File: src/vision_pkg.sv
package vision_pkg;

    typedef logic [10:0] coord_t;

    typedef struct packed {
        logic [7:0] r;
        logic [7:0] g;
        logic [7:0] b;
    } rgb_t;

    typedef struct packed {
        rgb_t pix;
        logic sop;
        logic eop;
    } beat_t;

    // Order is also the edge priority in the overlay
    typedef enum logic [2:0] {
        CLR_NONE   = 3'd0,
        CLR_RED    = 3'd1,
        CLR_BLUE   = 3'd2,
        CLR_GREEN  = 3'd3,
        CLR_YELLOW = 3'd4
    } colour_e;

    typedef struct packed {
        beat_t   beat;
        logic    video;
        coord_t  x;
        coord_t  y;
        colour_e colour;
    } tagged_t;

    typedef struct packed {
        coord_t left;
        coord_t right;
        coord_t top;
        coord_t bottom;
    } box_t;

    typedef box_t [4:1] box_set_t;   // Indexed by colour_e

    localparam logic [7:0] CLASS_HI = 8'hC0;
    localparam logic [7:0] CLASS_LO = 8'h40;

    localparam rgb_t COL_RED    = 24'hFF0000;
    localparam rgb_t COL_BLUE   = 24'hCCFFFF;
    localparam rgb_t COL_GREEN  = 24'h00FF00;
    localparam rgb_t COL_YELLOW = 24'hFFFF00;

    // Display colour of a class
    function automatic rgb_t class_rgb(colour_e c);
        case (c)
            CLR_RED:    return COL_RED;
            CLR_BLUE:   return COL_BLUE;
            CLR_GREEN:  return COL_GREEN;
            CLR_YELLOW: return COL_YELLOW;
            default:    return '0;
        endcase
    endfunction

endpackage

File: src/pixel_overlay.sv
`timescale 1ns/1ps

module pixel_overlay import vision_pkg::*; (
    input  logic     clk,
    input  logic     reset_n,
    input  logic     overlay_en,
    input  box_set_t boxes,
    input  tagged_t  in_tag,
    input  logic     in_valid,
    output logic     in_ready,
    output beat_t    out_beat,
    output logic     out_valid,
    input  logic     out_ready
);

    logic [7:0] grey;
    colour_e    edge_hit;
    rgb_t       pix_new;
    rgb_t       p;

    assign in_ready = ~out_valid | out_ready;
    assign p        = in_tag.beat.pix;
    assign grey     = {1'b0, p.g[7:1]} + {2'b00, p.r[7:2]} + {2'b00, p.b[7:2]};

    always_comb begin
        edge_hit = CLR_NONE;
        // Walk down so red ends up with the highest priority
        for (int c = 4; c >= 1; c--) begin
            if (in_tag.x == boxes[c].left || in_tag.x == boxes[c].right ||
                in_tag.y == boxes[c].top  || in_tag.y == boxes[c].bottom) begin
                edge_hit = colour_e'(c);
            end
        end
        if (!overlay_en || !in_tag.video || in_tag.beat.sop) begin
            pix_new = p;
        end else if (edge_hit != CLR_NONE) begin
            pix_new = class_rgb(edge_hit);
        end else if (in_tag.colour != CLR_NONE) begin
            pix_new = class_rgb(in_tag.colour);
        end else begin
            pix_new = {grey, grey, grey};
        end
    end

    always_ff @(posedge clk) begin
        if (!reset_n) begin
            out_valid <= 1'b0;
        end else if (in_ready) begin
            out_valid <= in_valid;
        end
    end

    always_ff @(posedge clk) begin
        if (in_valid && in_ready) begin
            out_beat <= {pix_new, in_tag.beat.sop, in_tag.beat.eop};
        end
    end

endmodule

File: config.mk
export PLATFORM = sky130hd
export DESIGN_NAME = pixel_overlay
export DESIGN_NICKNAME = d
export VERILOG_FILES = /design/src/vision_pkg.sv /design/src/pixel_overlay.sv
export SDC_FILE = /design/constraint.sdc
export NUM_CORES = 1
export LEC_CHECK = 0
export BUFFER_PORTS_ARGS = -buffer_cell sky130_fd_sc_hd__buf_2
export CELL_PAD_IN_SITES_DETAIL_PLACEMENT = 2
export CELL_PAD_IN_SITES_GLOBAL_PLACEMENT = 2
export CORE_UTILIZATION = 23
export DETAILED_ROUTE_END_ITERATION = 6
export PLACE_DENSITY_LB_ADDON = 0.05
export SYNTH_ARGS = -nofsm -noshare
export SYNTH_HDL_FRONTEND = slang
export SYNTH_SLANG_ARGS = --single-unit
File: constraint.sdc
create_clock -name clk -period 3.3 [get_ports clk]
set_input_delay 0.33 -clock clk [delete_from_list [all_inputs] [get_ports clk]]
set_output_delay 0.33 -clock clk [all_outputs]
set_load 0.1 [all_outputs]
======== Word level (Yosys, flattened, before mapping) ========
Cells that the tools add are included.
storage, ports and cells
  flip-flop bits (word level) ............. 27
  output and inout port bits .............. 28
  input bits .............................. 233
  word-level logic and storage cells ...... 62
operators by class
  reductions and logical operators ........ 19
  equality and inequality tests ........... 24
  mux-type cells .......................... 9
  bitwise logic cells ..................... 2
  $add $sub $neg .......................... 2
operators with widths
  operator            count
  $pmux 24 s4         2
  $eq 11x11->1        16
  $mux 24             3
  $logic_or 1x1->1    14
  $eq 3x2->1 const B  4
  $mux 3              4
  $add 7x6->8         1
  $add 8x6->8         1
  $eq 3x1->1 const B  2
  $eq 3x3->1 const B  2
  $reduce_bool 3->1   2
  $logic_not 1->1     2
  $logic_and 1x1->1   1
  $not 1->1           1
  $or 1x1->1          1

======== Longest topological paths before layout ========
  depth after elaboration ................. 12
  depth in mapped cells ................... 12
  gate-level depth less buffers ........... 12

======== Least setup slack after synthesis ========
No wires, ideal clock.
  path kind ............................... flip-flop to flip-flop
  start ................................... register out_valid
  end ..................................... register out_beat[0] (netlist bit) (enable)
  data required time ...................... 2.927 ns
  arrival time ............................ 2.483 ns
  setup time .............................. 0.373 ns
  stages on the path, launching flop included .. 3
  path slack .............................. 0.444 ns
  period minus slack after synthesis ...... 2.856 ns
  buffers on the path ..................... 0
  cell sequence ........................... dfxtp_1 > nand2b_1 > and2_1
on the way
  longest elaborated chain between the ends .. 3
RTL lines
  element                 RTL line             text
  start, declared         pixel_overlay.sv:12  output logic out_valid,
  start signal, assigned  pixel_overlay.sv:49  out_valid <= in_valid;
  $not 1->1               pixel_overlay.sv:21  assign in_ready = ~out_valid | out_ready;
  $or 1x1->1              pixel_overlay.sv:21
  via in_ready            pixel_overlay.sv:10  output logic in_ready,
  $logic_and 1x1->1       pixel_overlay.sv:54  if (in_valid && in_ready) begin
  end signal, assigned    pixel_overlay.sv:55  out_beat <= {pix_new, in_tag.beat.sop, in_tag.beat.eop};
  end, declared           pixel_overlay.sv:11  output beat_t out_beat,
The timed path passes the listed nets, and every way through them passes these cells.
A chain may end at the register's enable or synchronous reset.

==> metrics.md <==
| Metric | Value |
|---|---|
| Crit-path leading delay family | `adder cells` |
| Setup violators final | `0` |
| Register area share after synthesis | `0.201` |
| Worst-Margin Slew | `0.595 ns` |
| Share of cells above drive strength 1 | `0.401` |
| Via/cell ratio | `4.56` |
| Final setup TNS | `0 ns` |
| Starting Density | `0.237` |
| Crit path cell chain | `buf_2 > fa_1 > ha_1 > fa_1 > a21o_1 > a21oi_1 > nor2b_1 > o21a_1 > o21ai_0 > nand2b_1 > a22o_1` |
| Max_cap viols | `0` |
| Clock power share | `0.188` |
| DP Worst Slack | `0.177 ns` |
| Synth Area in XOR/XNOR | `0.394` |
| Sequential power share | `0.271` |
| Mapped Avg Cell Area | `8.94 sq um` |
| Rel. slew slack | `0.600` |
| Die area | `17800 sq um` |
| Crit path max fanout | `3` |
| Row cnt | `47` |
| Most common cell after layout, fill and taps aside | `buf_2` |
| Critical Path RT | `3.33 ns` |
| Final hold viol count | `0` |
| Hold Crit Depth | `1` |
| Slowest cell on crit path | `fa_1` |
| Synth-to-layout area growth | `36.0%` |
| Root Buffer | `clkbuf_16` |
| Post-DRT Antenna Nets | `0` |
| Clk_lat worst skew | `0.27 ns` |
| Simple-Gate Fraction of Synth Area | `0.178` |
| R2R depth | `3` |
| Worst R2R End | `out_beat[16]` |
| CP startpoint kind | `input port` |
| Fin crit share | `0.854` |
| Clk_skew | `0.00222 ns` |
| Sw frac | `0.414` |
| Worst Hold Class | `in2reg` |
| Worst Path Buf+Inv | `1` |
| Post-synthesis sequential element count | `27` |
| GRT overflow | `0` |
| Synth Net Count | `691` |
| Combinational power share | `0.541` |
| Clock sink total | `27` |
| Antenna violations before repair | `2` |
| Reg-to-Reg Start | `out_valid` |
| I/O pins | `261` |
| First-pass GRT wire length | `26.6 mm` |
| Adder-cell share of the synthesized area | `0.0541` |
| Most frequent cells in the layout | `260 x buf_2, 91 x xnor2_1, 88 x xor2_1, 26 x edfxtp_1, 25 x nor2_1` |
| Power per cell area | `281 nW/um^2` |
| WP data arrival | `2.85 ns` |
| Design Area, Final | `5410 sq um` |
| Drt total wl | `17.3 mm` |
| Worst-path clk slew | `0.07 ns` |
| Synth warn | `0` |
| Number of global-route vias before repair | `4698` |
| Setup CP Type | `in2reg` |
| DRT iter0 DRCs | `149` |
| CTS HTree Levels | `1` |
| Reg2Reg Setup Slack | `2.07 ns` |
| Routed WL per cell | `19.1 um` |
| HP Start | `in_tag[26]` |
| Core Area | `16800 sq um` |
| Mapped Area | `3980 sq um` |
| Critical Path End Type | `register` |
| Status | `finished clean` |
| Synth Area in Compound Gates | `0.101` |
| Fmax | `0.355 GHz` |
| DP Area | `5320 sq um` |
| Die height | `134 um` |
| Hold buffer count at CTS | `0` |
| 1st-pass router iterations | `4` |
| CTS max path bufs | `2` |
| Total power | `0.00152 W` |
| DIE WIDTH | `134 um` |
| Fin. max-slew vios | `0` |
| CTS tree | `yes` |
| Post-CTS Resized | `0` |
| Mux cell area share after synthesis | `0` |
| Max stage delay on crit path | `0.48 ns` |
| Min Tclk post-route | `2.82 ns` |
| DP HPWL | `15.0 mm` |
| Post-synth EDFFs | `26` |
| Placer Congestion | `0.768` |
| GRT Overall Usage | `0.195` |
| Hold endpoint | `out_beat[0]` |
| Async set or reset register ratio after synthesis | `0` |
| DRC violations left | `0` |
| RSZ-0062 raised after global routing | `no` |
| Vias | `4130` |
| Setup ws final | `0.481 ns` |
| Postcts setup bufs | `0` |
| Most common cell on crit path | `fa_1` |
| Lkg Pwr | `2.35 nW` |
| Max VDD drop | `0.183 mV` |
| Largest net degree at the start of global routing | `27` |
| Distinct cell type count after synthesis | `42` |
| NumNets Final | `928` |
| NetSw | `0.000630 W` |
| Largest family of logic cells by synthesized area | `XOR/XNOR gates` |
| Pint | `0.000891 W` |
| PortBufs | `260` |
| Most used DFF post-synth | `edfxtp_1` |
| Post-Syn Instances | `445` |
| Number of CTS-inserted buffers | `3` |
## synthesized netlist by cell type (all sizes together) (7+ instances only)
cell type / instances / area share
nor2: 25 / 0.024
o21a: 12 / 0.023
nor3: 21 / 0.026
buf: 24 / 0.058
xor2: 88 / 0.19
nand4: 20 / 0.035
inv: 8 / 0.0075
nand3: 17 / 0.021
clkbuf: 7 / 0.0066
o21ai: 19 / 0.024
edfxtp: 26 / 0.20
fa: 7 / 0.035
a21oi: 12 / 0.015
nor4: 18 / 0.036
xnor2: 91 / 0.20
## area by class of cell
class                      count  area, sq um
timing repair buffer         263         1320
multi-input combinational    379         2890
sequential                    27          801
antenna                        4         10.0
inverter                       8         30.0
fill                        1967        11300
clock inverter                 1         5.00
tap                          220          275
clock buffer                   3         75.1
## cells by family (layout without fill, tap and decap cells)
kind of cell / after synthesis / in the layout
flip-flops: 27 / 27
buffers and inverters: 39 / 275
other: 0 / 4
adder cells (fa/ha/maj): 13 / 13
AO/OA/AOI/OAI: 63 / 63
AND/OR/NAND/NOR: 124 / 124
XOR/XNOR: 179 / 179
## worst max-delay path by stage
stage          cells past startpoint       start      endpoint
2_1_floorplan                      2   out_valid   out_beat[0]
3_3_place_gp                      11  in_tag[31]  out_beat[17]
3_5_place_dp                      11  in_tag[31]  out_beat[17]
4_1_cts                           11  in_tag[31]  out_beat[17]
5_1_grt                           11  in_tag[31]  out_beat[25]
6_report                          11  in_tag[31]  out_beat[17]
## layer usage
metal,global-route usage,share of wire,vias up
met4,0.0196,0.0075,0
met3,0.0460,0.077,8
li1,-,-,2016
met5,0,0,-
met2,0.344,0.48,165
met1,0.248,0.44,1941
## state kept, by name (all words and copies together), names as in the netlist
signal and cells:
out_valid 1, out_beat 26
## power by group through the flow
stage               registers [W]  logic, W  clock network (W)
floorplan                0.000592  0.000394                  0
global placement         0.000420  0.000811                  0
detailed placement       0.000420  0.000832                  0
CTS                      0.000413  0.000836           0.000302
global route             0.000415  0.000900           0.000315
finish                   0.000412  0.000823           0.000286
## through the flow
stage	util	instances	hold slack, ns
2_1_floorplan	-	445	0.429
3_3_place_gp	0.318	897	0.497
3_5_place_dp	0.318	897	0.522
4_1_cts	0.322	901	0.238
5_1_grt	0.323	903	0.229
6_report	0.323	905	0.242
(Power assumes the default switching activity.)
