### src/bus_pkg.sv
package bus_pkg;

    typedef struct packed {
        logic [3:0]  awaddr;
        logic        awvalid;
        logic [31:0] wdata;
        logic [3:0]  wstrb;
        logic        wvalid;
        logic        bready;
        logic [3:0]  araddr;
        logic        arvalid;
        logic        rready;
    } axil_req_t;

    typedef struct packed {
        logic        awready;
        logic        wready;
        logic [1:0]  bresp;
        logic        bvalid;
        logic        arready;
        logic [31:0] rdata;
        logic [1:0]  rresp;
        logic        rvalid;
    } axil_rsp_t;

    // Register map
    localparam logic [3:0] ADDR_STATUS = 4'h0;
    localparam logic [3:0] ADDR_MSG    = 4'h4;
    localparam logic [3:0] ADDR_ID     = 4'h8;

    localparam logic [31:0] LOCATOR_ID   = 32'h1234EEE2;
    localparam logic [31:0] MSG_START_ID = {8'h00, "RBB"};  // Report header word

    localparam int MSG_WORDS  = 9;
    localparam int FIFO_DEPTH = 256;

endpackage

### src/axi_lite_regs.sv
`timescale 1ns/1ps

module axi_lite_regs import bus_pkg::*; (
    input  logic        clk,
    input  logic        reset_n,
    input  axil_req_t   axil_req,
    output axil_rsp_t   axil_rsp,
    input  logic [8:0]  fifo_count,
    input  logic        fifo_empty,
    input  logic [31:0] fifo_data,
    output logic        fifo_pop,
    output logic        fifo_flush,
    output logic        overlay_en
);

    logic        bvalid_q;
    logic        rvalid_q;
    logic [31:0] rdata_q;
    logic        wr_fire;
    logic        rd_fire;
    logic        status_wr;
    logic [7:0]  fill_sat;

    // Address and data taken together with one write in flight
    assign wr_fire   = axil_req.awvalid & axil_req.wvalid & ~bvalid_q;
    assign rd_fire   = axil_req.arvalid & ~rvalid_q;
    assign status_wr = wr_fire & (axil_req.awaddr == ADDR_STATUS) & axil_req.wstrb[0];
    assign fill_sat  = fifo_count[8] ? 8'hFF : fifo_count[7:0];

    assign fifo_flush = status_wr & axil_req.wdata[4];
    assign fifo_pop   = rd_fire & (axil_req.araddr == ADDR_MSG) & ~fifo_empty;

    assign axil_rsp.awready = wr_fire;
    assign axil_rsp.wready  = wr_fire;
    assign axil_rsp.bresp   = 2'b00;    // OKAY
    assign axil_rsp.bvalid  = bvalid_q;
    assign axil_rsp.arready = ~rvalid_q;
    assign axil_rsp.rdata   = rdata_q;
    assign axil_rsp.rresp   = 2'b00;
    assign axil_rsp.rvalid  = rvalid_q;

    always_ff @(posedge clk) begin
        if (!reset_n) begin
            bvalid_q   <= 1'b0;
            rvalid_q   <= 1'b0;
            overlay_en <= 1'b0;
        end else begin
            if (wr_fire) begin
                bvalid_q <= 1'b1;
            end else if (axil_req.bready) begin
                bvalid_q <= 1'b0;
            end
            if (rd_fire) begin
                rvalid_q <= 1'b1;
            end else if (axil_req.rready) begin
                rvalid_q <= 1'b0;
            end
            if (status_wr) begin
                overlay_en <= axil_req.wdata[0];
            end
        end
    end

    ////////////////////////////////
    // Read data mux
    always_ff @(posedge clk) begin
        if (rd_fire) begin
            case (axil_req.araddr)
                ADDR_STATUS: rdata_q <= {16'b0, fill_sat, 7'b0, overlay_en};
                ADDR_MSG:    rdata_q <= fifo_empty ? 32'b0 : fifo_data;
                ADDR_ID:     rdata_q <= LOCATOR_ID;
                default:     rdata_q <= 32'b0;
            endcase
        end
    end

endmodule

### config.mk
export PLATFORM = sky130hd
export DESIGN_NAME = axi_lite_regs
export DESIGN_NICKNAME = d
export VERILOG_FILES = /design/src/bus_pkg.sv /design/src/axi_lite_regs.sv
export SDC_FILE = /design/constraint.sdc
export NUM_CORES = 1
export LEC_CHECK = 0
export ABC_CLOCK_PERIOD_IN_PS = 3650
export BUFFER_PORTS_ARGS = -buffer_cell sky130_fd_sc_hd__clkbuf_2
export CELL_PAD_IN_SITES_DETAIL_PLACEMENT = 0
export CELL_PAD_IN_SITES_GLOBAL_PLACEMENT = 2
export CORE_UTILIZATION = 20
export DETAILED_ROUTE_END_ITERATION = 6
export PLACE_DENSITY = 0.81
export SKIP_LAST_GASP = 1
export SYNTH_ARGS = -nofsm -noshare
export SYNTH_HDL_FRONTEND = slang
export SYNTH_SLANG_ARGS = --single-unit
### constraint.sdc
create_clock -name clk -period 3.65 [get_ports clk]
set_clock_uncertainty 0.2 [all_clocks]
set_input_delay 0.73 -clock clk [delete_from_list [all_inputs] [get_ports clk]]
set_output_delay 0.73 -clock clk [all_outputs]
set_load 0.02 [all_outputs]
== Yosys cells after proc, flatten, opt, wreduce, memory -nomap -nowiden ==
Index checks and enable logic that the tools add are counted.
Operators by class
  add/subtract/negate cells: 0
  multiply operators: 0
  div/mod/pow operators: 0
  $lt $le $gt $ge: 0
  equal/unequal tests: 2
  shifts and indexed selects: 0
  mux-type cells: 7
  bitwise operators: 11
  reduce and logical (&&, ||, !) cells: 4
Operators with widths (number)
  $pmux W32 S3: 1
  $mux W32: 1
  $and A1 B1 Y1: 8
  $logic_not A4 Y1: 2
  $mux W8: 1
  $eq A4 B3 Y1 const B: 1
  $eq A4 B4 Y1 const B: 1
  $mux W1: 4
  $reduce_bool A2 Y1: 2
  $not A1 Y1: 3
Storage, ports and cells
  register bits after elaboration: 35
  latch bits: 0
  RAM bits: 0
  ROM bits: 0
  input port bits: 93
  output and inout bits: 44
  logic and storage cells: 28
  memories: 0

== Depth between registers and ports, before layout ==
  word-level depth: 5
  gate-level depth with buffers: 5
  mapped depth without buffers: 3

== Worst setup path after synthesis ==
Ideal clock, no wire load.
  kind: in2out
  start: input port axil_req[1] (netlist bit)
  end: output port fifo_pop
  arrival time: 2.668 ns
  setup slack: 0.052 ns
  stages on the path: 2
  buffers on the path: 0
  path through: nor2b_1 -> and3_1
Between the ends
  word-level cells in the longest chain between the ends: 3
RTL lines
  start, declared: RTL line axi_lite_regs.sv:6  | input axil_req_t axil_req,
  $and A1 B1 Y1: RTL line axi_lite_regs.sv:26  | assign rd_fire = axil_req.arvalid & ~rvalid_q;
  $and A1 B1 Y1 (2 in a row): RTL line axi_lite_regs.sv:31  | assign fifo_pop = rd_fire & (axil_req.araddr == ADDR_MSG) & ~fifo_empty;
  end, declared: RTL line axi_lite_regs.sv:11  | output logic fifo_pop,
No other way between the ends.

== Worst setup path in the final report ==
  start: input port axil_req[5] (netlist bit)
  end: output port fifo_pop
Between the ends
  word-level cells in the longest chain between the ends: 3
RTL lines (RTL line)
  $eq A4 B3 Y1: axi_lite_regs.sv:31
  $and A1 B1 Y1 (2 in a row): axi_lite_regs.sv:31
No other way between the ends.

==> impl_table.tex <==
\begin{tabular}{lr}
\hline
Metric & Value \\
\hline
\multicolumn{2}{l}{\textbf{Power}} \\
Peak supply drop & 0.000196 V \\
Tot Pwr & 0.937 mW \\
PD cells & 422 nW/um\^{}2 \\
P\_leak & 1.13 nW \\
\multicolumn{2}{l}{\textbf{Clock tree}} \\
PostCTS Resize Cnt & 0 \\
Post-CTS clock slew at the launch and capture registers of the worst setup and hold paths & 0.07 ns \\
Clock latency on the worst-skew pair & 0.28 ns \\
Total setup buffers inserted after CTS & 0 \\
Clock Tree Buf Depth & 2 \\
Level count of the clock H-tree & 2 \\
CTS hold repair buffers & 0 \\
CTS tree & built \\
Root buffer cell & clkbuf\_8 \\
Clock net sink count & 35 \\
Clock buffer count from CTS & 5 \\
\multicolumn{2}{l}{\textbf{Drt}} \\
DR pass1 iterations & 2 \\
Antenna Violating Nets Remaining & 0 \\
Wirelength per Cell & 11.8 um \\
Residual DRC & 0 \\
Vias/cell & 3.86 \\
Drt first-iter violations & 18 \\
Total vias in the final route & 1202 \\
Wirelength, routed & 3680 um \\
\multicolumn{2}{l}{\textbf{Placement}} \\
Cell area after placement & 2110 sq um \\
Final weighted congestion of routability-driven global placement & 0.633 \\
Estimated wirelength of the detail-placed design & 2850 um \\
Placed Cells incl. Taps & 303 \\
Port buffer count & 99 \\
\multicolumn{2}{l}{\textbf{Synth}} \\
Top flip-flop cell by instance count after synthesis & edfxtp\_1 \\
Post-synthesis instance area & 1550 sq um \\
Cells after synthesis & 113 \\
FF+latch count, synth & 35 \\
Largest cells by area after synthesis & edfxtp\_1 (62\%), and3\_1 (6.0\%), o2bb2ai\_1 (4.5\%) \\
Number of synthesized flops with an enable pin & 32 \\
Syn. warnings & 0 \\
Most area-hungry cell type in the Yosys netlist & edfxtp\_1 \\
Share of the synthesized area in the top cell type & 0.619 \\
Ys async rst share & 0 \\
Mean post-synth cell area & 13.7 sq um \\
Sequential cell area fraction in the yosys report & 0.658 \\
Distinct cell type count after synthesis & 29 \\
\multicolumn{2}{l}{\textbf{Worst setup path}} \\
Crit Reg-Reg Startpoint & rvalid\_q \\
Critical path data required time & 2.72 ns \\
Reg-to-reg setup timing slack & 2.19 ns \\
Kind of critical path & input pin to output pin \\
Critical path startpoint category & input pin \\
Worst R2R End & rdata\_q[20] \\
Cell depth of the worst flop-to-flop path & 2 \\
Top fanout value on the critical path & 16 \\
Crit path DAT & 1.71 ns \\
Type of destination of the critical path & output pin \\
\multicolumn{2}{l}{\textbf{Die}} \\
Die outline width & 90.1 um \\
Core outline area & 7370 sq um \\
Number of placement rows & 31 \\
Die area & 8120 sq um \\
Initial Util & 0.211 \\
Die outline height & 90.1 um \\
Number of primary I/O pins & 137 \\
\multicolumn{2}{l}{\textbf{Layout}} \\
Share of layout cells above drive strength 1 & 0.538 \\
Ant. Diodes & 0 \\
Number of cells in the finished layout apart from fillers & 311 \\
Layout Area Growth over Synthesis & 42.9\% \\
Nets@finish & 304 \\
Post-route cell area & 2220 sq um \\
\multicolumn{2}{l}{\textbf{Global route}} \\
Maximum number of pins on one net before global-route repair & 33 \\
Initial antenna violation count & 0 \\
Global-route total usage across every layer & 0.0914 \\
Number of global-route vias before repair & 1152 \\
Global-route congestion overflow total & 0 \\
Wire length of the first global-routing pass & 5680 um \\
\multicolumn{2}{l}{\textbf{STA}} \\
Max-slew violations & 0 \\
Unrepaired setup endpoints after global routing & false \\
Post-route minimum period & 2.64 ns \\
Peak clock frequency supported by timing & 0.379 GHz \\
Min Hold Slack & 0.282 ns \\
Tcrit/Tclk final & 0.723 \\
Hold Fails Final Rpt & 0 \\
Final count of negative-setup-slack endpoints & 0 \\
Total Neg Setup Slack & 0 ns \\
\multicolumn{2}{l}{\textbf{Hold path}} \\
Endpoint of the worst hold-timing path & overlay\_en \\
Worst min-delay path startpoint & overlay\_en \\
Hold Path Cell Cnt & 2 \\
Class of the most critical hold timing path & flip-flop to flip-flop \\
\multicolumn{2}{l}{\textbf{Flow run}} \\
Total of max-cap violations & 0 \\
\multicolumn{2}{l}{\textbf{Outcome}} \\
Run status & finished clean \\
\hline
\end{tabular}
## logic make-up after synthesis
kind of cell    Yosys count  share of synthesized area
flops                    35                      0.658
other cells               1                    0.00242
compound gates           20                      0.106
mux                       1                    0.00645
buf+inv                  17                     0.0733
simple gates             39                      0.155
## critical path, cell delays in order
cell and delay [ns]:
clkbuf_2 0.13, nor4_4 0.24, buf_4 0.23, and3_1 0.18
clkbuf_2 0.18
## registers in the layout, summed over array words and instances, names as in the netlist
| name | flops |
|---|---|
| rvalid_q | 1 |
| rdata_q | 32 |
| overlay_en | 1 |
| bvalid_q | 1 |
## cell usage in the layout (no fill, tap or decap), types with 2 or more instances in the layout
cell,n
a21o_1,9
conb_1,4
inv_1,3
edfxtp_1,32
dfxtp_1,3
and3_1,15
nand2_1,3
and2_1,2
buf_4,3
nand2b_1,2
o2bb2ai_1,8
nor2_1,9
clkbuf_2,99
clkbuf_8,5
## cells in the mapped netlist (2+ instances only)
cell and n:
clkbuf_1 2, nand2_1 3, a21o_1 9, dfxtp_1 3, nor2_1 9, and3_1 15
nand2b_1 2, edfxtp_1 32, inv_1 3, o2bb2ai_1 8, buf_4 8, and2_1 2
## metrics by stage
step	utilization	setup slack (ns)
global route	0.301	0.968
global placement	0.286	1.02
floorplan	-	0.0522
CTS	0.301	1.01
finish	0.301	1.01
detailed placement	0.286	1.01
## metal layers
| metal | share of wire | up-vias | wire length (um) | global-route usage |
|---|---|---|---|---|
| li1 | - | 597 | - | - |
| met1 | 0.44 | 537 | 1610 | 0.116 |
| met2 | 0.46 | 61 | 1700 | 0.142 |
| met3 | 0.088 | 7 | 323 | 0.0364 |
| met4 | 0.011 | 0 | 42 | 0.0282 |
| met5 | 0 | - | 0 | 0 |
## report_power, final
group | switching (mW) | total (mW) | internal (mW)
combinational | 0.0775 | 0.127 | 0.0495
sequential | 0.00706 | 0.469 | 0.462
clock | 0.141 | 0.341 | 0.200
total | 0.225 | 0.937 | 0.712
## worst max-delay path by stage
stage | startpoint | end | slack, ns | cells past startpoint
6_report | axil_req[5] | fifo_pop | 1.01 | 5
5_1_grt | axil_req[5] | fifo_pop | 0.97 | 5
4_1_cts | axil_req[5] | fifo_pop | 1.01 | 5
3_5_place_dp | axil_req[5] | fifo_pop | 1.01 | 5
3_3_place_gp | axil_req[5] | fifo_pop | 1.02 | 5
2_1_floorplan | axil_req[1] | fifo_pop | 0.05 | 2
## layout make-up
class	count	area (sq um)
flip-flops and latches	35	1020
clock buffers	5	68.8
fillers	798	5150
inverters	3	11.3
multi-input cells	64	437
repair buffers	102	518
clock inverters	3	38.8
well taps	99	124
Power figures use the tool's default switching activity.
