**src/vision_pkg.sv**
```systemverilog
package vision_pkg;

    typedef logic [10:0] coord_t;

    typedef struct packed {
        logic [7:0] r;
        logic [7:0] g;
        logic [7:0] b;
    } rgb_t;

    typedef struct packed {
        rgb_t pix;
        logic sop;
        logic eop;
    } beat_t;

    // Order is also the edge priority in the overlay
    typedef enum logic [2:0] {
        CLR_NONE   = 3'd0,
        CLR_RED    = 3'd1,
        CLR_BLUE   = 3'd2,
        CLR_GREEN  = 3'd3,
        CLR_YELLOW = 3'd4
    } colour_e;

    typedef struct packed {
        beat_t   beat;
        logic    video;
        coord_t  x;
        coord_t  y;
        colour_e colour;
    } tagged_t;

    typedef struct packed {
        coord_t left;
        coord_t right;
        coord_t top;
        coord_t bottom;
    } box_t;

    typedef box_t [4:1] box_set_t;   // Indexed by colour_e

    localparam logic [7:0] CLASS_HI = 8'hC0;
    localparam logic [7:0] CLASS_LO = 8'h40;

    localparam rgb_t COL_RED    = 24'hFF0000;
    localparam rgb_t COL_BLUE   = 24'hCCFFFF;
    localparam rgb_t COL_GREEN  = 24'h00FF00;
    localparam rgb_t COL_YELLOW = 24'hFFFF00;

    // Display colour of a class
    function automatic rgb_t class_rgb(colour_e c);
        case (c)
            CLR_RED:    return COL_RED;
            CLR_BLUE:   return COL_BLUE;
            CLR_GREEN:  return COL_GREEN;
            CLR_YELLOW: return COL_YELLOW;
            default:    return '0;
        endcase
    endfunction

endpackage

```
**src/pixel_tagger.sv**
```systemverilog
`timescale 1ns/1ps

module pixel_tagger import vision_pkg::*; #(
    parameter int IMAGE_W = 640,
    parameter int IMAGE_H = 480
) (
    input  logic    clk,
    input  logic    reset_n,
    input  beat_t   in_beat,
    input  logic    in_valid,
    output logic    in_ready,
    output tagged_t out_tag,
    output logic    out_valid,
    input  logic    out_ready
);

    logic    video_q;
    coord_t  x_cnt;
    coord_t  y_cnt;
    logic    take;
    logic    is_video;
    rgb_t    p;
    colour_e colour;

    assign in_ready = ~out_valid | out_ready;
    assign take     = in_valid & in_ready;
    assign p        = in_beat.pix;
    assign is_video = in_beat.sop ? (p.b[3:0] == 4'h0) : video_q;  // Descriptor on sop

    ////////////////////////////////
    // Colour classes in priority order
    always_comb begin
        colour = CLR_NONE;
        if (is_video && !in_beat.sop) begin
            if (p.r >= CLASS_HI && p.g < CLASS_LO && p.b < CLASS_LO) begin
                colour = CLR_RED;
            end else if (p.b >= CLASS_HI && p.r < CLASS_LO && p.g < CLASS_LO) begin
                colour = CLR_BLUE;
            end else if (p.g >= CLASS_HI && p.r < CLASS_LO && p.b < CLASS_LO) begin
                colour = CLR_GREEN;
            end else if (p.r >= CLASS_HI && p.g >= CLASS_HI && p.b < CLASS_LO) begin
                colour = CLR_YELLOW;
            end
        end
    end

    always_ff @(posedge clk) begin
        if (!reset_n) begin
            out_valid <= 1'b0;
            video_q   <= 1'b0;
            x_cnt     <= '0;
            y_cnt     <= '0;
        end else begin
            if (in_ready) begin
                out_valid <= in_valid;
            end
            if (take) begin
                if (in_beat.sop) begin
                    video_q <= is_video;
                    x_cnt   <= '0;
                    y_cnt   <= '0;
                end else if (x_cnt == coord_t'(IMAGE_W - 1)) begin
                    x_cnt <= '0;
                    y_cnt <= (y_cnt == coord_t'(IMAGE_H - 1)) ? '0 : y_cnt + 1'b1;
                end else begin
                    x_cnt <= x_cnt + 1'b1;
                end
            end
        end
    end

    always_ff @(posedge clk) begin
        if (take) begin
            out_tag.beat   <= in_beat;
            out_tag.video  <= is_video;
            out_tag.x      <= in_beat.sop ? '0 : x_cnt;
            out_tag.y      <= in_beat.sop ? '0 : y_cnt;
            out_tag.colour <= colour;
        end
    end

endmodule

```
**config.mk**
```make
export PLATFORM = sky130hd
export DESIGN_NAME = pixel_tagger
export DESIGN_NICKNAME = d
export VERILOG_FILES = /design/src/vision_pkg.sv /design/src/pixel_tagger.sv
export SDC_FILE = /design/constraint.sdc
export NUM_CORES = 1
export LEC_CHECK = 0
export BUFFER_PORTS_ARGS = -buffer_cell sky130_fd_sc_hd__buf_2
export CAP_MARGIN = 20
export CORE_MARGIN = 5
export CORE_UTILIZATION = 50
export CTS_CLUSTER_DIAMETER = 40
export CTS_CLUSTER_SIZE = 20
export DETAILED_ROUTE_END_ITERATION = 7
export HOLD_SLACK_MARGIN = 0.03
export PLACE_DENSITY = 0.77
export SLEW_MARGIN = 5
export SYNTH_ARGS = -nofsm -noshare
export SYNTH_HDL_FRONTEND = slang
export SYNTH_SLANG_ARGS = --single-unit
```
**constraint.sdc**
```tcl
create_clock -name clk -period 6.2 [get_ports clk]
set_input_delay 0 -clock clk [delete_from_list [all_inputs] [get_ports clk]]
set_output_delay 0 -clock clk [all_outputs]
set_load 0.03 [all_outputs]
```
* After elaboration in Yosys (flattened, before gate mapping)
Cells that the tools add are included.
Operators by class: $add $sub $neg 2, $lt $le $gt $ge 6, equal/unequal tests 2, muxes and demuxes 10, bitwise logic cells 4, reductions and logical operators 16
Operator list (number):
- $mux 11 | 5
- $ge 8x8->1 const B | 3
- $lt 8x7->1 const B | 3
- $add 11x1->11 const B | 2
- $eq 11x10->1 const B | 1
- $eq 11x9->1 const B | 1
- $logic_and 1x1->1 | 9
- $logic_not 4->1 | 1
- $mux 2 | 2
- $reduce_and 2->1 | 2
- $reduce_or 4->1 | 1
- $mux 3 | 1
- $mux 1 | 2
- $not 1->1 | 2
- $reduce_bool 2->1 | 1
- $reduce_or 2->1 | 1
- $and 1x1->1 | 1
- $logic_not 1->1 | 1
- $or 1x1->1 | 1
Word-level totals: flip-flop bits (word level) 76, input port bits 30, output and inout port bits 54

* Longest topological paths before layout
depth in word-level cells 7, gate-level depth with buffers 7

* Worst setup path after synthesis
OpenSTA, ideal clock, no wires.
kind reg2reg, start point reg out_valid, end point reg y_cnt[4], setup time 0.086 ns, arrival 2.213 ns, data required time 6.114 ns, slack 3.901 ns, cell stages (with the launch flop) 8, buffers on the path 2, period minus slack after synthesis 2.299 ns, path through dfxtp_1 nand2b_1 buf_2 nand2_1 inv_1 buf_2 a221oi_1 a211oi_1
On the way: cells in the longest elaborated chain, start to end 4
Ends and longest elaborated chain:
- start, declared | line pixel_tagger.sv:13 | output logic out_valid,
- start signal, assigned | line pixel_tagger.sv:55 | out_valid <= in_valid;
- $not 1->1 | line pixel_tagger.sv:25 | assign in_ready = ~out_valid | out_ready;
- $or 1x1->1 | line pixel_tagger.sv:25
- net in_ready | line pixel_tagger.sv:11 | output logic in_ready,
- $and 1x1->1 | line pixel_tagger.sv:26 | assign take = in_valid & in_ready;
- net take | line pixel_tagger.sv:20 | logic take;
- $reduce_and 2->1 (no line)
- end signal, assigned | line pixel_tagger.sv:64 | y_cnt <= (y_cnt == coord_t'(IMAGE_H - 1)) ? '0 : y_cnt + 1'b1;
- end, declared | line pixel_tagger.sv:19 | coord_t y_cnt;
The timed path passes the listed nets, and every way through them passes these cells. A chain may end at the register's enable or synchronous reset.

* Final worst setup path
start point reg x_cnt[0], end point reg y_cnt[0]
On the way: cells in the longest elaborated chain, start to end 3
Ends and longest elaborated chain:
- start, declared | line pixel_tagger.sv:18 | coord_t x_cnt;
- start signal, assigned | line pixel_tagger.sv:66 | x_cnt <= x_cnt + 1'b1;
- $eq 11x10->1 | line pixel_tagger.sv:62 | end else if (x_cnt == coord_t'(IMAGE_W - 1)) begin
- $reduce_bool 2->1 (no line)
- $reduce_and 2->1 (no line)
Every way passes these cells.

==> reports/metrics.yaml <==
global_route:
  grt-ovfl-total: 0
  grt_pass1_wl_um: 10800
  grt_max_degree: 64
  grtUsageTotal: 0.181
  antenna_found_initial: 0
  grt_pass1_vias: 2230
cells_and_area:
  fillers: 414
  layout-drive-gt1-share: 0.287
  fin_nets: 386
  diodes: 0
  seqCellArea_sq_um: 2040
  multi_input_area_sq_um: 950
  syn_to_final_growth_pct: 32.3
timing:
  layout_min_cycle_time_ps: 2390
  max_slew_margin: 0.408
  fin_ws_ps: 3810
  setup-tns-final_ps: 0
  maxSlewViolCount: 0
  max_freq_mhz: 418
  tightestPinTransition_ps: 885
  finalCritPeriodShare: 0.386
  rsz0062_at_grt: "false"
  finalClockSkew_ps: 11.4
  hold_viol: 0
  setup_viol: 0
  fin_hold_ws_ps: 193
worst_hold_path:
  hold_path_end: "out_tag[27]"
  min_from: "in_beat[1]"
  hold-path-cell-count: 1
  hp-class: "in2reg"
synth:
  async_flop_share: 0
  synth_cells: 241
  ys_ff_latch: 76
  syn_area_per_cell_sq_um: 12.7
  ys_types: 42
  synth_area_sq_um: 3050
  yosysWarnings: 0
  synth-main-ff-cell: "edfxtp_1"
  synthesis.nets: 273
  ys_seq_area_frac: 0.670
  synth_edf_count: 52
clock_tree:
  ctsRootBufferMaster: "clkbuf_8"
  cts.sinks: 76
  cts_buffers: 9
  cts_tree: "done"
  clock_path_buffers: 2
  clk_pin_slew_ps: 80
  htree_levels: 3
  clkLatencyLatePin_ps: 340
route:
  first_pass_iters: 4
  avgRoutedWirePerCell_um: 15.8
  vias: 2362
  routed_via_density: 5.44
  antenna_left: 0
  drt_first_iter_violations: 173
  drc: 0
  routed_wl_um: 6870
setup_path:
  r2r-start: "x_cnt[0]"
  worstPathRequired_ps: 6380
  critPathLaunchType: "flop"
  arrival_ps: 2570
  worst-r2r-cell-count: 5
  crit_type: "reg2reg"
  r2r-end: "y_cnt[0]"
  cp-end-kind: "flop"
  path_max_fanout: 11
  r2r_slack_ps: 3810
place:
  preCtsSetupSlack_ps: 3770
  portBuffers: 83
  dp_hpwl_um: 4320
  place.gp.congestion: 0.853
floorplan:
  initial_core_util: 0.515
  die_y_um: 88.1
  die_area_sq_um: 7760
  ios: 84
  core_sq_um: 5920
  rows: 28
  dieWidth_um: 88.1
outcome:
  status: "finished, final reports clean"
power_and_ir_drop:
  cellPowerDensity_nw_per_um2: 280
  leakagePower_uw: 0.00158
  vdd_drop_max_mv: 0.163
  power_uw: 1130
job:
  max_cap_viol_count: 0
[what timing repair did]
item	CTS	global route
hold buffers	27	0
buffers inserted	0	0
gates resized for setup	0	0
endpoints found under the hold margin	32	0
[through the flow]
step           utilization  instances  area, sq um
2_1_floorplan            -        241         3050
3_3_place_gp         0.595        391         3520
3_5_place_dp         0.595        391         3520
4_1_cts              0.681        434         4030
5_1_grt              0.681        434         4030
6_report             0.681        434         4030
[cells in the final DEF (no fill, tap or decap), types with 3 or more instances in the layout]
master         synthesis  final
edfxtp_1              52     52
nor4_1                 4      4
or3_1                  5      5
and2_1                 4      4
nand2b_1               3      3
inv_1                  4      3
xor2_1                 4      4
nand3_1                9      9
and3_1                 8      8
nand4_1               12     12
dfxtp_1               24     24
a21oi_1               10     10
dlygate4sd3_1          0     27
o21ai_0                6      6
buf_2                  4     83
nor2_1                14     14
a31oi_1                3      3
bufinv_16              0      3
clkbuf_8               0      9
nand2_1               16     16
nor2b_1               21     21
nor3_1                 4      4
a221o_1                4      4
[sequential cells by signal (all words and copies together) (netlist names)]
signal and count:
out_tag 52, out_valid 1, video_q 1, x_cnt 11
y_cnt 11
[cell usage after synthesis, types with 2 or more instances]
cell      count  area share
or3_1         5       0.010
xor2_1        4       0.011
inv_1         4      0.0049
o21ai_0       6      0.0098
and4_1        2      0.0057
nand3_1       9       0.015
dfxtp_1      24        0.16
nand2_1      16       0.020
nor4_1        4      0.0082
a221o_1       4       0.013
ha_1          2      0.0082
nor2b_1      21       0.043
and2_1        4      0.0082
a21oi_1      10       0.016
a211oi_1      2      0.0049
nor2_1       14       0.017
and3_1        8       0.016
a31oi_1       3      0.0062
nand4_1      12       0.025
o211ai_1      2      0.0049
nor3b_1       2      0.0049
buf_2         4      0.0066
edfxtp_1     52        0.51
clkbuf_1      4      0.0049
nand2b_1      3      0.0062
nor3_1        4      0.0066
[area by class of cell]
cell class / instances / area share
timing repair buffer: 111 / 0.172
clock inverter: 6 / 0.0279
inverter: 4 / 0.00372
clock buffer: 10 / 0.0316
multi-input combinational: 152 / 0.235
tap: 75 / 0.0233
sequential: 76 / 0.506
[power by group]
part / leakage (uW) / switching (uW) / total [uW] / internal (uW)
logic: 0.000758 / 78.0 / 114 / 36.1
clock network: 0.000120 / 179 / 447 / 268
registers: 0.000705 / 6.19 / 570 / 563
[worst max-delay path by stage]
stage              start  endpoint  slack (ps)  cells past startpoint
4_1_cts         x_cnt[0]  y_cnt[0]        3760                      5
3_3_place_gp    x_cnt[0]  y_cnt[0]        3870                      5
5_1_grt         x_cnt[0]  y_cnt[0]        3530                      5
3_5_place_dp    x_cnt[0]  y_cnt[0]        3770                      5
6_report        x_cnt[0]  y_cnt[0]        3810                      5
2_1_floorplan  out_valid  y_cnt[4]        3900                      7
[routing by layer]
layer	vias to the layer above	track usage	part of all wire	wire (um)
met5	-	0	0	0
met4	0	0.0687	0.014	93
met3	13	0.0461	0.091	624
met2	117	0.308	0.49	3370
met1	1100	0.223	0.40	2780
li1	1132	-	-	-
[logic make-up after synthesis]
kind of cell / Yosys count / synth area share
compound gates: 34 / 0.0780
xor+xnor: 5 / 0.0144
fa+ha+maj: 2 / 0.00821
buf+inv: 13 / 0.0189
flops: 76 / 0.670
mux: 1 / 0.00328
simple gates: 110 / 0.208
[critical path, cell delays in order (launching register included)]
cell	delay, ps
dfxtp_1	380
ha_1	210
nand3_2	130
nor4_4	560
a2bb2oi_1	790
mux2i_1	160
Power figures use the tool's default switching activity.
