## src/vision_pkg.sv

```systemverilog
package vision_pkg;

    typedef logic [10:0] coord_t;

    typedef struct packed {
        logic [7:0] r;
        logic [7:0] g;
        logic [7:0] b;
    } rgb_t;

    typedef struct packed {
        rgb_t pix;
        logic sop;
        logic eop;
    } beat_t;

    // Order is also the edge priority in the overlay
    typedef enum logic [2:0] {
        CLR_NONE   = 3'd0,
        CLR_RED    = 3'd1,
        CLR_BLUE   = 3'd2,
        CLR_GREEN  = 3'd3,
        CLR_YELLOW = 3'd4
    } colour_e;

    typedef struct packed {
        beat_t   beat;
        logic    video;
        coord_t  x;
        coord_t  y;
        colour_e colour;
    } tagged_t;

    typedef struct packed {
        coord_t left;
        coord_t right;
        coord_t top;
        coord_t bottom;
    } box_t;

    typedef box_t [4:1] box_set_t;   // Indexed by colour_e

    localparam logic [7:0] CLASS_HI = 8'hC0;
    localparam logic [7:0] CLASS_LO = 8'h40;

    localparam rgb_t COL_RED    = 24'hFF0000;
    localparam rgb_t COL_BLUE   = 24'hCCFFFF;
    localparam rgb_t COL_GREEN  = 24'h00FF00;
    localparam rgb_t COL_YELLOW = 24'hFFFF00;

    // Display colour of a class
    function automatic rgb_t class_rgb(colour_e c);
        case (c)
            CLR_RED:    return COL_RED;
            CLR_BLUE:   return COL_BLUE;
            CLR_GREEN:  return COL_GREEN;
            CLR_YELLOW: return COL_YELLOW;
            default:    return '0;
        endcase
    endfunction

endpackage

```

## src/bus_pkg.sv

```systemverilog
package bus_pkg;

    typedef struct packed {
        logic [3:0]  awaddr;
        logic        awvalid;
        logic [31:0] wdata;
        logic [3:0]  wstrb;
        logic        wvalid;
        logic        bready;
        logic [3:0]  araddr;
        logic        arvalid;
        logic        rready;
    } axil_req_t;

    typedef struct packed {
        logic        awready;
        logic        wready;
        logic [1:0]  bresp;
        logic        bvalid;
        logic        arready;
        logic [31:0] rdata;
        logic [1:0]  rresp;
        logic        rvalid;
    } axil_rsp_t;

    // Register map
    localparam logic [3:0] ADDR_STATUS = 4'h0;
    localparam logic [3:0] ADDR_MSG    = 4'h4;
    localparam logic [3:0] ADDR_ID     = 4'h8;

    localparam logic [31:0] LOCATOR_ID   = 32'h1234EEE2;
    localparam logic [31:0] MSG_START_ID = {8'h00, "RBB"};  // Report header word

    localparam int MSG_WORDS  = 9;
    localparam int FIFO_DEPTH = 256;

endpackage

```

## src/msg_writer.sv

```systemverilog
`timescale 1ns/1ps

module msg_writer import vision_pkg::*, bus_pkg::*; (
    input  logic        clk,
    input  logic        reset_n,
    input  logic        report_start,
    input  box_set_t    boxes,
    input  logic [8:0]  fifo_count,
    output logic [31:0] wr_data,
    output logic        wr_en
);

    logic [3:0]  word_idx;   // Word being written or 0 when idle
    box_set_t    snap;
    box_t        cur;
    logic [11:0] sum_x;
    logic [11:0] sum_y;
    logic        room;

    assign room = (fifo_count <= 9'(FIFO_DEPTH - MSG_WORDS));

    always_ff @(posedge clk) begin
        if (!reset_n) begin
            word_idx <= '0;
        end else if (word_idx != '0) begin
            word_idx <= (word_idx == 4'(MSG_WORDS)) ? '0 : word_idx + 1'b1;
        end else if (report_start && room) begin
            word_idx <= 4'd1;
        end
    end

    always_ff @(posedge clk) begin
        if (report_start && word_idx == '0) begin
            snap <= boxes;
        end
    end

    ////////////////////////////////
    // Word format with two words per colour
    always_comb begin
        case (word_idx[3:1])
            3'd1:    cur = snap[CLR_RED];
            3'd2:    cur = snap[CLR_GREEN];
            3'd3:    cur = snap[CLR_BLUE];
            default: cur = snap[CLR_YELLOW];
        endcase
        sum_x = {1'b0, cur.left} + {1'b0, cur.right};
        sum_y = {1'b0, cur.top} + {1'b0, cur.bottom};
        if (word_idx == 4'd1) begin
            wr_data = MSG_START_ID;
        end else if (!word_idx[0]) begin
            wr_data = {5'b0, sum_x[11:1], 5'b0, sum_y[11:1]};   // Centre
        end else begin
            wr_data = {5'b0, cur.bottom - cur.top, 5'b0, cur.right - cur.left};   // Size
        end
    end

    assign wr_en = (word_idx != '0);

endmodule

```

## config.mk

```make
export PLATFORM = sky130hd
export DESIGN_NAME = msg_writer
export DESIGN_NICKNAME = d
export VERILOG_FILES = /design/src/vision_pkg.sv /design/src/bus_pkg.sv /design/src/msg_writer.sv
export SDC_FILE = /design/constraint.sdc
export NUM_CORES = 1
export LEC_CHECK = 0
export ABC_AREA = 1
export ABC_CLOCK_PERIOD_IN_PS = 11300
export BUFFER_PORTS_ARGS = -buffer_cell sky130_fd_sc_hd__buf_2
export CAP_MARGIN = 20
export CORE_MARGIN = 2
export CORE_UTILIZATION = 35
export CTS_BUF_LIST = sky130_fd_sc_hd__clkbuf_4
export DETAILED_ROUTE_END_ITERATION = 10
export GPL_ROUTABILITY_DRIVEN = 0
export MAX_ROUTING_LAYER = met4
export PLACE_DENSITY = 0.61
export SLEW_MARGIN = 15
export SYNTH_ARGS = -nofsm -noshare
export SYNTH_HDL_FRONTEND = slang
export SYNTH_SLANG_ARGS = --single-unit
export TNS_END_PERCENT = 5
```

## constraint.sdc

```tcl
create_clock -name clk -period 11.3 [get_ports clk]
set_clock_uncertainty 0.2 [all_clocks]
set_input_delay 0.565 -clock clk [delete_from_list [all_inputs] [get_ports clk]]
set_output_delay 0.565 -clock clk [all_outputs]
set_load 0.01 [all_outputs]
```

Yosys cells after proc, flatten, opt, wreduce, memory -nomap -nowiden
Cells that the tools add are included.

cells by class
  eq/ne operators = 5
  add/subtract/negate cells = 5
  order comparisons = 1
  reductions and logical operators = 5
  multiplexer cells = 6

operator list
  cell                   count
  $pmux W44 S3           1
  $mux W27               2
  $add A11 B11 Y12       2
  $sub A11 B11 Y11       2
  $mux W4                3
  $le A9 B8 Y1 const B   1
  $eq A3 B2 Y1 const B   2
  $add A4 B1 Y4 const B  1
  $eq A4 B1 Y1 const B   1
  $eq A4 B4 Y1 const B   1
  $logic_not A4 Y1       1
  $reduce_bool A4 Y1     1
  $eq A3 B1 Y1 const B   1
  $logic_and A1 B1 Y1    2
  $reduce_bool A2 Y1     1

storage, ports and cells
  register bits after elaboration = 180
  bits of input ports = 188

Depth between registers and ports, before layout
Gate-level depths: netlist (run 1).

  depth after elaboration = 5
  gate-level depth with buffers = 20

Least setup slack after synthesis (run 1)
Ideal clock, no wire load.

  kind = flip-flop to flip-flop
  from = reg word_idx[0]
  to = reg snap[0] (netlist name), enable pin
  path slack = 1.921 ns
  cell stages (with the launch flop) = 6
  path buffers = 1
  arrival = 8.463 ns
  cells stage by stage = dfxtp_1 -> inv_1 -> buf_1 -> ha_1 -> nand2_1 -> nor2_1

on the way
  longest elaborated chain between the ends = 2

ends and longest elaborated chain
  item                    RTL line          source
  from (decl)             msg_writer.sv:13  logic [3:0] word_idx;
  from (signal assigned)  msg_writer.sv:26  word_idx <= (word_idx == 4'(MSG_WORDS)) ? '0 : word_idx + 1'b1;
  $logic_not A4 Y1        msg_writer.sv:33  if (report_start && word_idx == '0) begin
  $logic_and A1 B1 Y1     msg_writer.sv:33
  to (signal assigned)    msg_writer.sv:34  snap <= boxes;
  to (decl)               msg_writer.sv:14  box_set_t snap;

Every way passes these cells.
A chain may end at the register's enable or synchronous reset.

Worst setup path after layout (run 1)
  from = reg word_idx[1]
  to = out wr_data[21]

on the way
  longest elaborated chain between the ends = 5
  elaborated cells between the ends (all ways) = 9
  classes of those cells = add/sub (2); eq/ne (4); mux (3)

ends and longest elaborated chain
  item                                                  RTL line                            source
  $eq A3 B2 Y1 or $eq A3 B1 Y1 (tied branches)          msg_writer.sv:41                    case (word_idx[3:1])
  $pmux W44 S3                                          msg_writer.sv:41
  $add A11 B11 Y12 or $sub A11 B11 Y11 (tied branches)  msg_writer.sv:47, msg_writer.sv:54
  $mux W27                                              msg_writer.sv:51                    end else if (!word_idx[0]) begin
  $mux W27 (*)                                          msg_writer.sv:49                    if (word_idx == 4'd1) begin
  to (decl)                                             msg_writer.sv:9                     output logic [31:0] wr_data,

Every way passes the cells marked *; elsewhere a longest branch is shown, timed or not.

==> results of run 1 <==
[per-layer routing]
metal  vias to the layer above  GRT usage, %
met5                         -             -
met4                         0          7.33
met3                        40          3.67
met2                       291          34.2
met1                      3685          25.4
li1                       3917             -
[what timing repair did]
item | CTS | global route
hold endpoints to repair | 179 | 0
setup endpoints to repair | 0 | 0
hold buffers | 177 | 0
[power groups by stage]
stage | Sequential, mW | Clock, mW | Combinational [mW]
after CTS | 0.923 | 0.359 | 1.39
after global placement | 0.935 | 0 | 1.32
after detailed placement | 0.939 | 0 | 1.34
after global routing | 0.935 | 0.385 | 1.57
after floorplan | 0.974 | 0 | 0.903
final | 0.923 | 0.347 | 1.40
[critical path, stage by stage, from the launching register on]
cell and delay (ns):
dfxtp_1 0.53, nand2_1 0.16, nor2_4 0.35, buf_4 0.47, a22oi_1 0.17, a31oi_1 0.40, ha_1 0.28, fa_1 0.28
nand3_1 0.12, inv_1 0.07, nor2_1 0.07, o21ai_0 0.16, nand2_1 0.07, nand3_1 0.12, nand2_1 0.13, nor2_1 0.11
buf_2 0.14
[state kept, by name, indices dropped and copies added, names as in the netlist]
signal	flops
word_idx	4
snap	176
[cell usage in the layout (no fill, tap or decap), types with 3 or more instances in the layout]
cell type / Yosys / layout
a21oi_1: 49 / 49
a22oi_1: 29 / 29
a31oi_1: 16 / 16
buf_2: 19 / 208
buf_4: 9 / 9
clkbuf_4: 0 / 17
clkinv_1: 0 / 3
clkinv_4: 0 / 3
conb_1: 1 / 9
dfxtp_1: 4 / 4
dlygate4sd3_1: 0 / 177
edfxtp_1: 176 / 176
fa_1: 4 / 4
ha_1: 45 / 45
inv_1: 89 / 89
inv_2: 12 / 12
nand2_1: 200 / 200
nand3_1: 88 / 88
nand4_1: 8 / 8
nor2_1: 72 / 71
nor3_1: 10 / 9
o211ai_1: 3 / 3
o21a_1: 16 / 16
o21ai_0: 29 / 29
o21ai_1: 5 / 5
o21bai_1: 6 / 6
xor2_1: 4 / 4
[cell families after synthesis]
kind of cell	count (synthesis)	share of synthesized area, %
adders and majority gates	49	6.99
and+or+nand+nor	382	17.3
AOI/OAI and AO/OA	157	10.3
xor gates and xnor gates	5	0.476
DFF	180	58.3
buffers and inverters	144	6.50
other	1	0.0408
[worst min path at each step]
stage                   from           to  slack, ns  cells past startpoint
2_1_floorplan    word_idx[1]  word_idx[1]       0.34                      2
3_3_place_gp     word_idx[2]  word_idx[2]       0.40                      2
3_5_place_dp     word_idx[2]  word_idx[2]       0.41                      2
6_report       fifo_count[8]  word_idx[0]       0.28                      6
4_1_cts        fifo_count[8]  word_idx[0]       0.21                      6
5_1_grt        fifo_count[3]  word_idx[1]       0.25                      5
[stage by stage]
step                util (%)  setup slack (ns)  total power [mW]  hold slack (ns)  cell area, um^2
floorplan                  -              1.92              1.88            0.344             9230
global placement        40.7              6.92              2.26            0.398            10600
detailed placement      40.7              6.87              2.28            0.408            10600
CTS                     48.6              6.25              2.67            0.213            12600
global route            48.6              5.90              2.89            0.245            12600
finish                  48.6              6.31              2.67            0.284            12600
[cell type report]
type	count	area share, %
Inverter	101	3.01
Clock buffer	17	1.01
Antenna cell	2	0.0398
Clock inverter	15	1.05
Timing Repair Buffer	394	22.9
Multi-Input combinational cell	602	26.1
Sequential cell	180	42.6
Tap cell	335	3.33
==> metrics.yaml, run 1 <==
wl_met2_um: 13500
comb_power_share_pct: 52.4
grt_overflow_total: 0
detail-route-antenna-nets: 0
via_count: 7933
synth-edff-count: 176
setup_viol: 0
grt_use_total_pct: 20.6
vdd_drop_max_mv: 0.103
cp_max_fo: 34
fmax_mhz: 200
core_area_um2: 25900
finalMaxSlewViolations: 0
fin_crit_sh_pct: 44.2
cp.required_ns: 10.54
synth_commonest_cells: "200 x nand2_1, 176 x edfxtp_1, 89 x inv_1"
seq_power_share_pct: 34.6
power_density_nw_per_um2: 212
seq_area_frac_synth_pct: 58.3
critPathLaunchType: "flop"
net-switching-power_mw: 1.19
grt_pass1_vias: 8080
hold_viol_final: 0
synthArstFlopShare_pct: 0
slew_headroom_pct: 25.4
synth_warnings: 0
p_int_mw: 1.48
synth-main-ff-cell: "edfxtp_1"
place_inst: 1435
post_cts_buffers: 0
nets: 1533
maxCapViolCount: 0
io_buffers: 208
path_clk_slew_ns: 0.16
hp-class: "in -> reg"
wl_per_cell_um: 16.7
io_pins: 221
routed_wl_um: 27500
synth_top_area_share_pct: 57.4
synth_top_cell_by_area: "edfxtp_1"
end_kind: "output pin"
cts_tree: "yes"
power.leakage_nw: 5.35
r2r_end: "snap[112]"
reg2reg_depth: 6
clock_power_share_pct: 13.0
synth_seq_cells: 180
rows: 59
cts_max_level: 4
regArea_um2: 5370
path_class: "reg -> out"
firstDrtPassIters: 6
regToRegSetupSlack_ns: 6.81
drc: 0
grt_pass1_wl_um: 42300
antenna_found_initial: 2
area_growth_pct: 36.8
insertion_delay_ns: 0.57
die_area_um2: 27600
drt_iter0_markers: 520
startpoint: "word_idx[1]"
synth.most_common_cell: "nand2_1"
setup_tns_ns: 0
cts_resized: 0
ys_top_cells_by_area: "edfxtp_1 57%, nand2_1 8.2%, ha_1 6.1%, nand3_1 4.8%, inv_1 3.6%"
root_buffer: "clkbuf_4"
yosysUniqueCellTypes: 32
drive_above_1_share_pct: 20.0
fin_cells: 1646
r2r-start: "word_idx[0]"
multi_input_area_um2: 3280
synthCells: 918
dr_wl_met3_um: 1390
clock_sinks: 180
top_layer: "met4"
final.min_clock_period_ns: 4.99
grt_max_degree: 89
endpoint: "wr_data[21]"
fillers: 2358
cp.arrival_ns: 4.23
fp.dieW_um: 166
rsz0062_at_grt: "false"
start_util_pct: 35.5
dp_hpwl_um: 18000
clk_path_buf_depth: 2
netSwitchingFraction_pct: 44.6
status: "completed"
post_drt_via_cell_ratio: 4.82
numCtsBuffers: 17
syn_area_um2: 9200
wl_met1_um: 11800
avgSynthCellArea_um2: 10.0
die_h_um: 166
tightest_slew_ns: 1.12
Note: power is estimated with default switching activity, not from simulation.
==> inputs of run 2 (changes only) <==
Settings changed: ABC_CLOCK_PERIOD_IN_PS 11300 to 4400, PLACE_DENSITY 0.61 to 0.63.
Clock period 11.3 ns to 4.4 ns, I/O delays scaled along.
==> metrics.yaml, run 2 (same netlist as run 1, synthesis figures left out) <==
detail-route-antenna-nets: 0
r2r_end: "snap[22]"
cp.arrival_ns: 3.70
path_clk_slew_ns: 0.17
cts_tree: "yes"
place_ws_ns: 0.693
startpoint: "word_idx[3]"
clk_path_buf_depth: 2
power_density_nw_per_um2: 542
die_h_um: 166
tightest_slew_ns: 0.730
fp.dieW_um: 166
final_cell_mix: "208 x buf_2, 200 x nand2_1, 181 x dlygate4sd3_1"
clock_sinks: 180
core_area_um2: 25900
seq_power_share_pct: 33.9
drt_iter0_markers: 551
cp_max_fo: 18
critPathLaunchType: "flop"
start_util_pct: 35.5
io_buffers: 208
cp_slowest_cell: "ha_1"
nets: 1554
reg2reg_depth: 7
wl_per_cell_um: 16.7
whs_path_depth: 2
firstDrtPassIters: 5
r2r-start: "word_idx[0]"
path_class: "reg -> out"
numCtsBuffers: 17
rsz0062_at_grt: "true"
utilization_pct: 49.7
comb_power_share_pct: 53.0
grt_use_total_pct: 20.4
regToRegSetupSlack_ns: 1.50
regMostFlops: "snap"
design_area_um2: 12900
place_area_um2: 10700
hold_viol_final: 0
grt_pass1_wl_um: 41900
endpoint: "wr_data[8]"
dp_hpwl_um: 19100
power.leakage_nw: 5.48
worstPathCellList: "inv_1 > o21ai_2 > inv_2 > buf_4 > o21ai_0 > inv_1 > ha_1 > nand2_1 > nor2_1 > nand3_1 > nand3_1 > nand2_1 > nand3_1 > nand2_1 > nor2_1 > buf_2"
post_drt_via_cell_ratio: 4.81
clock_power_share_pct: 13.1
slew_headroom_pct: 51.2
drc: 0
cts_max_level: 4
die_area_um2: 27600
hp-class: "in -> reg"
vdd_drop_max_mv: 0.237
setup_viol: 0
largest_register_ffs: 176
insertion_delay_ns: 0.56
drive_above_1_share_pct: 21.7
worst_slack_ns: 0.282
grt_overflow_total: 0
end_kind: "output pin"
netSwitchingFraction_pct: 44.4
final.min_clock_period_ns: 4.12
via_count: 8015
area_growth_pct: 39.9
routed_wl_um: 27800
maxCapViolCount: 0
fmax_mhz: 243
status: "completed"
cpPeakStageDelay_ns: 0.51
antenna_found_initial: 1
grt_max_degree: 49
p_int_mw: 3.88
layout_commonest_cell: "buf_2"
fin_crit_sh_pct: 93.6
top_regs: "snap x176, word_idx x4"
rows: 59
net-switching-power_mw: 3.10
cp.required_ns: 3.98
io_pins: 221
grt_pass1_vias: 7979
root_buffer: "clkbuf_4"
finalMaxSlewViolations: 0
run 2: changes by cell type in the layout (fill, tap and decap cells not counted), sizes merged:
| cell | before | now |
|---|---|---|
| inv | 105 | 107 |
| dlygate4sd3 | 177 | 181 |
| diode | 2 | 1 |
| buf | 217 | 234 |
| clkinvlp | 2 | 3 |
| clkinv | 8 | 5 |
run 2: through the flow:
step	power, mW	hold slack, ns	TNS, ns	cells
after global placement	5.86	0.197	0	1448
after detailed placement	5.92	0.198	0	1448
final	6.98	0.164	0	1666
after CTS	6.94	0.114	0	1661
after floorplan	4.75	0.119	0	926
after global routing	7.49	0.110	-0.0255	1666
run 2: timing repair:
| item | in CTS | in global routing |
|---|---|---|
| hold buffers | 181 | 0 |
| buffers inserted | 0 | 4 |
| hold endpoints to repair | 189 | 0 |
| setup endpoints to repair | 0 | 17 |
| gates resized for setup | 0 | 13 |
run 2: worst min-delay path by stage:
stage | from | to | slack (ns)
final | boxes[62] | snap[62] | 0.16
after global routing | boxes[120] | snap[120] | 0.11
after CTS | boxes[139] | snap[139] | 0.11
after detailed placement | boxes[137] | snap[137] | 0.20
after global placement | boxes[127] | snap[127] | 0.20
after floorplan | boxes[0] | snap[0] | 0.12
run 2: critical path: cells and delay by family (launching register included):
kind / cells / cell delay (ns)
adders and majority gates: 1 / 0.51
buffers and inverters: 5 / 0.82
DFF: 1 / 0.50
AOI/OAI and AO/OA: 2 / 0.41
and+or+nand+nor: 8 / 0.88
run 2: per-layer routing:
metal,global-route usage [%],share of wire [%],vias to the layer above
met5,-,0,-
met4,7.18,2.5,0
met3,3.60,5.8,37
met2,34.2,50,301
met1,24.8,41,3723
li1,-,-,3954
run 2: cell type report:
cell class	count	area (um^2)
inverter	101	384
antenna	1	2.50
fill	2320	13000
sequential	180	5370
multi-input combinational	602	3310
clock inverter	15	148
clock buffer	17	128
timing repair buffer	415	3110
tap	335	419
run 2: power by group through the flow:
stage / Combinational, mW / Clock, mW / Sequential [mW]
5_1_grt: 4.11 / 0.992 / 2.39
3_3_place_gp: 3.47 / 0 / 2.39
6_report: 3.70 / 0.915 / 2.36
2_1_floorplan: 2.33 / 0 / 2.42
3_5_place_dp: 3.52 / 0 / 2.40
4_1_cts: 3.65 / 0.931 / 2.36
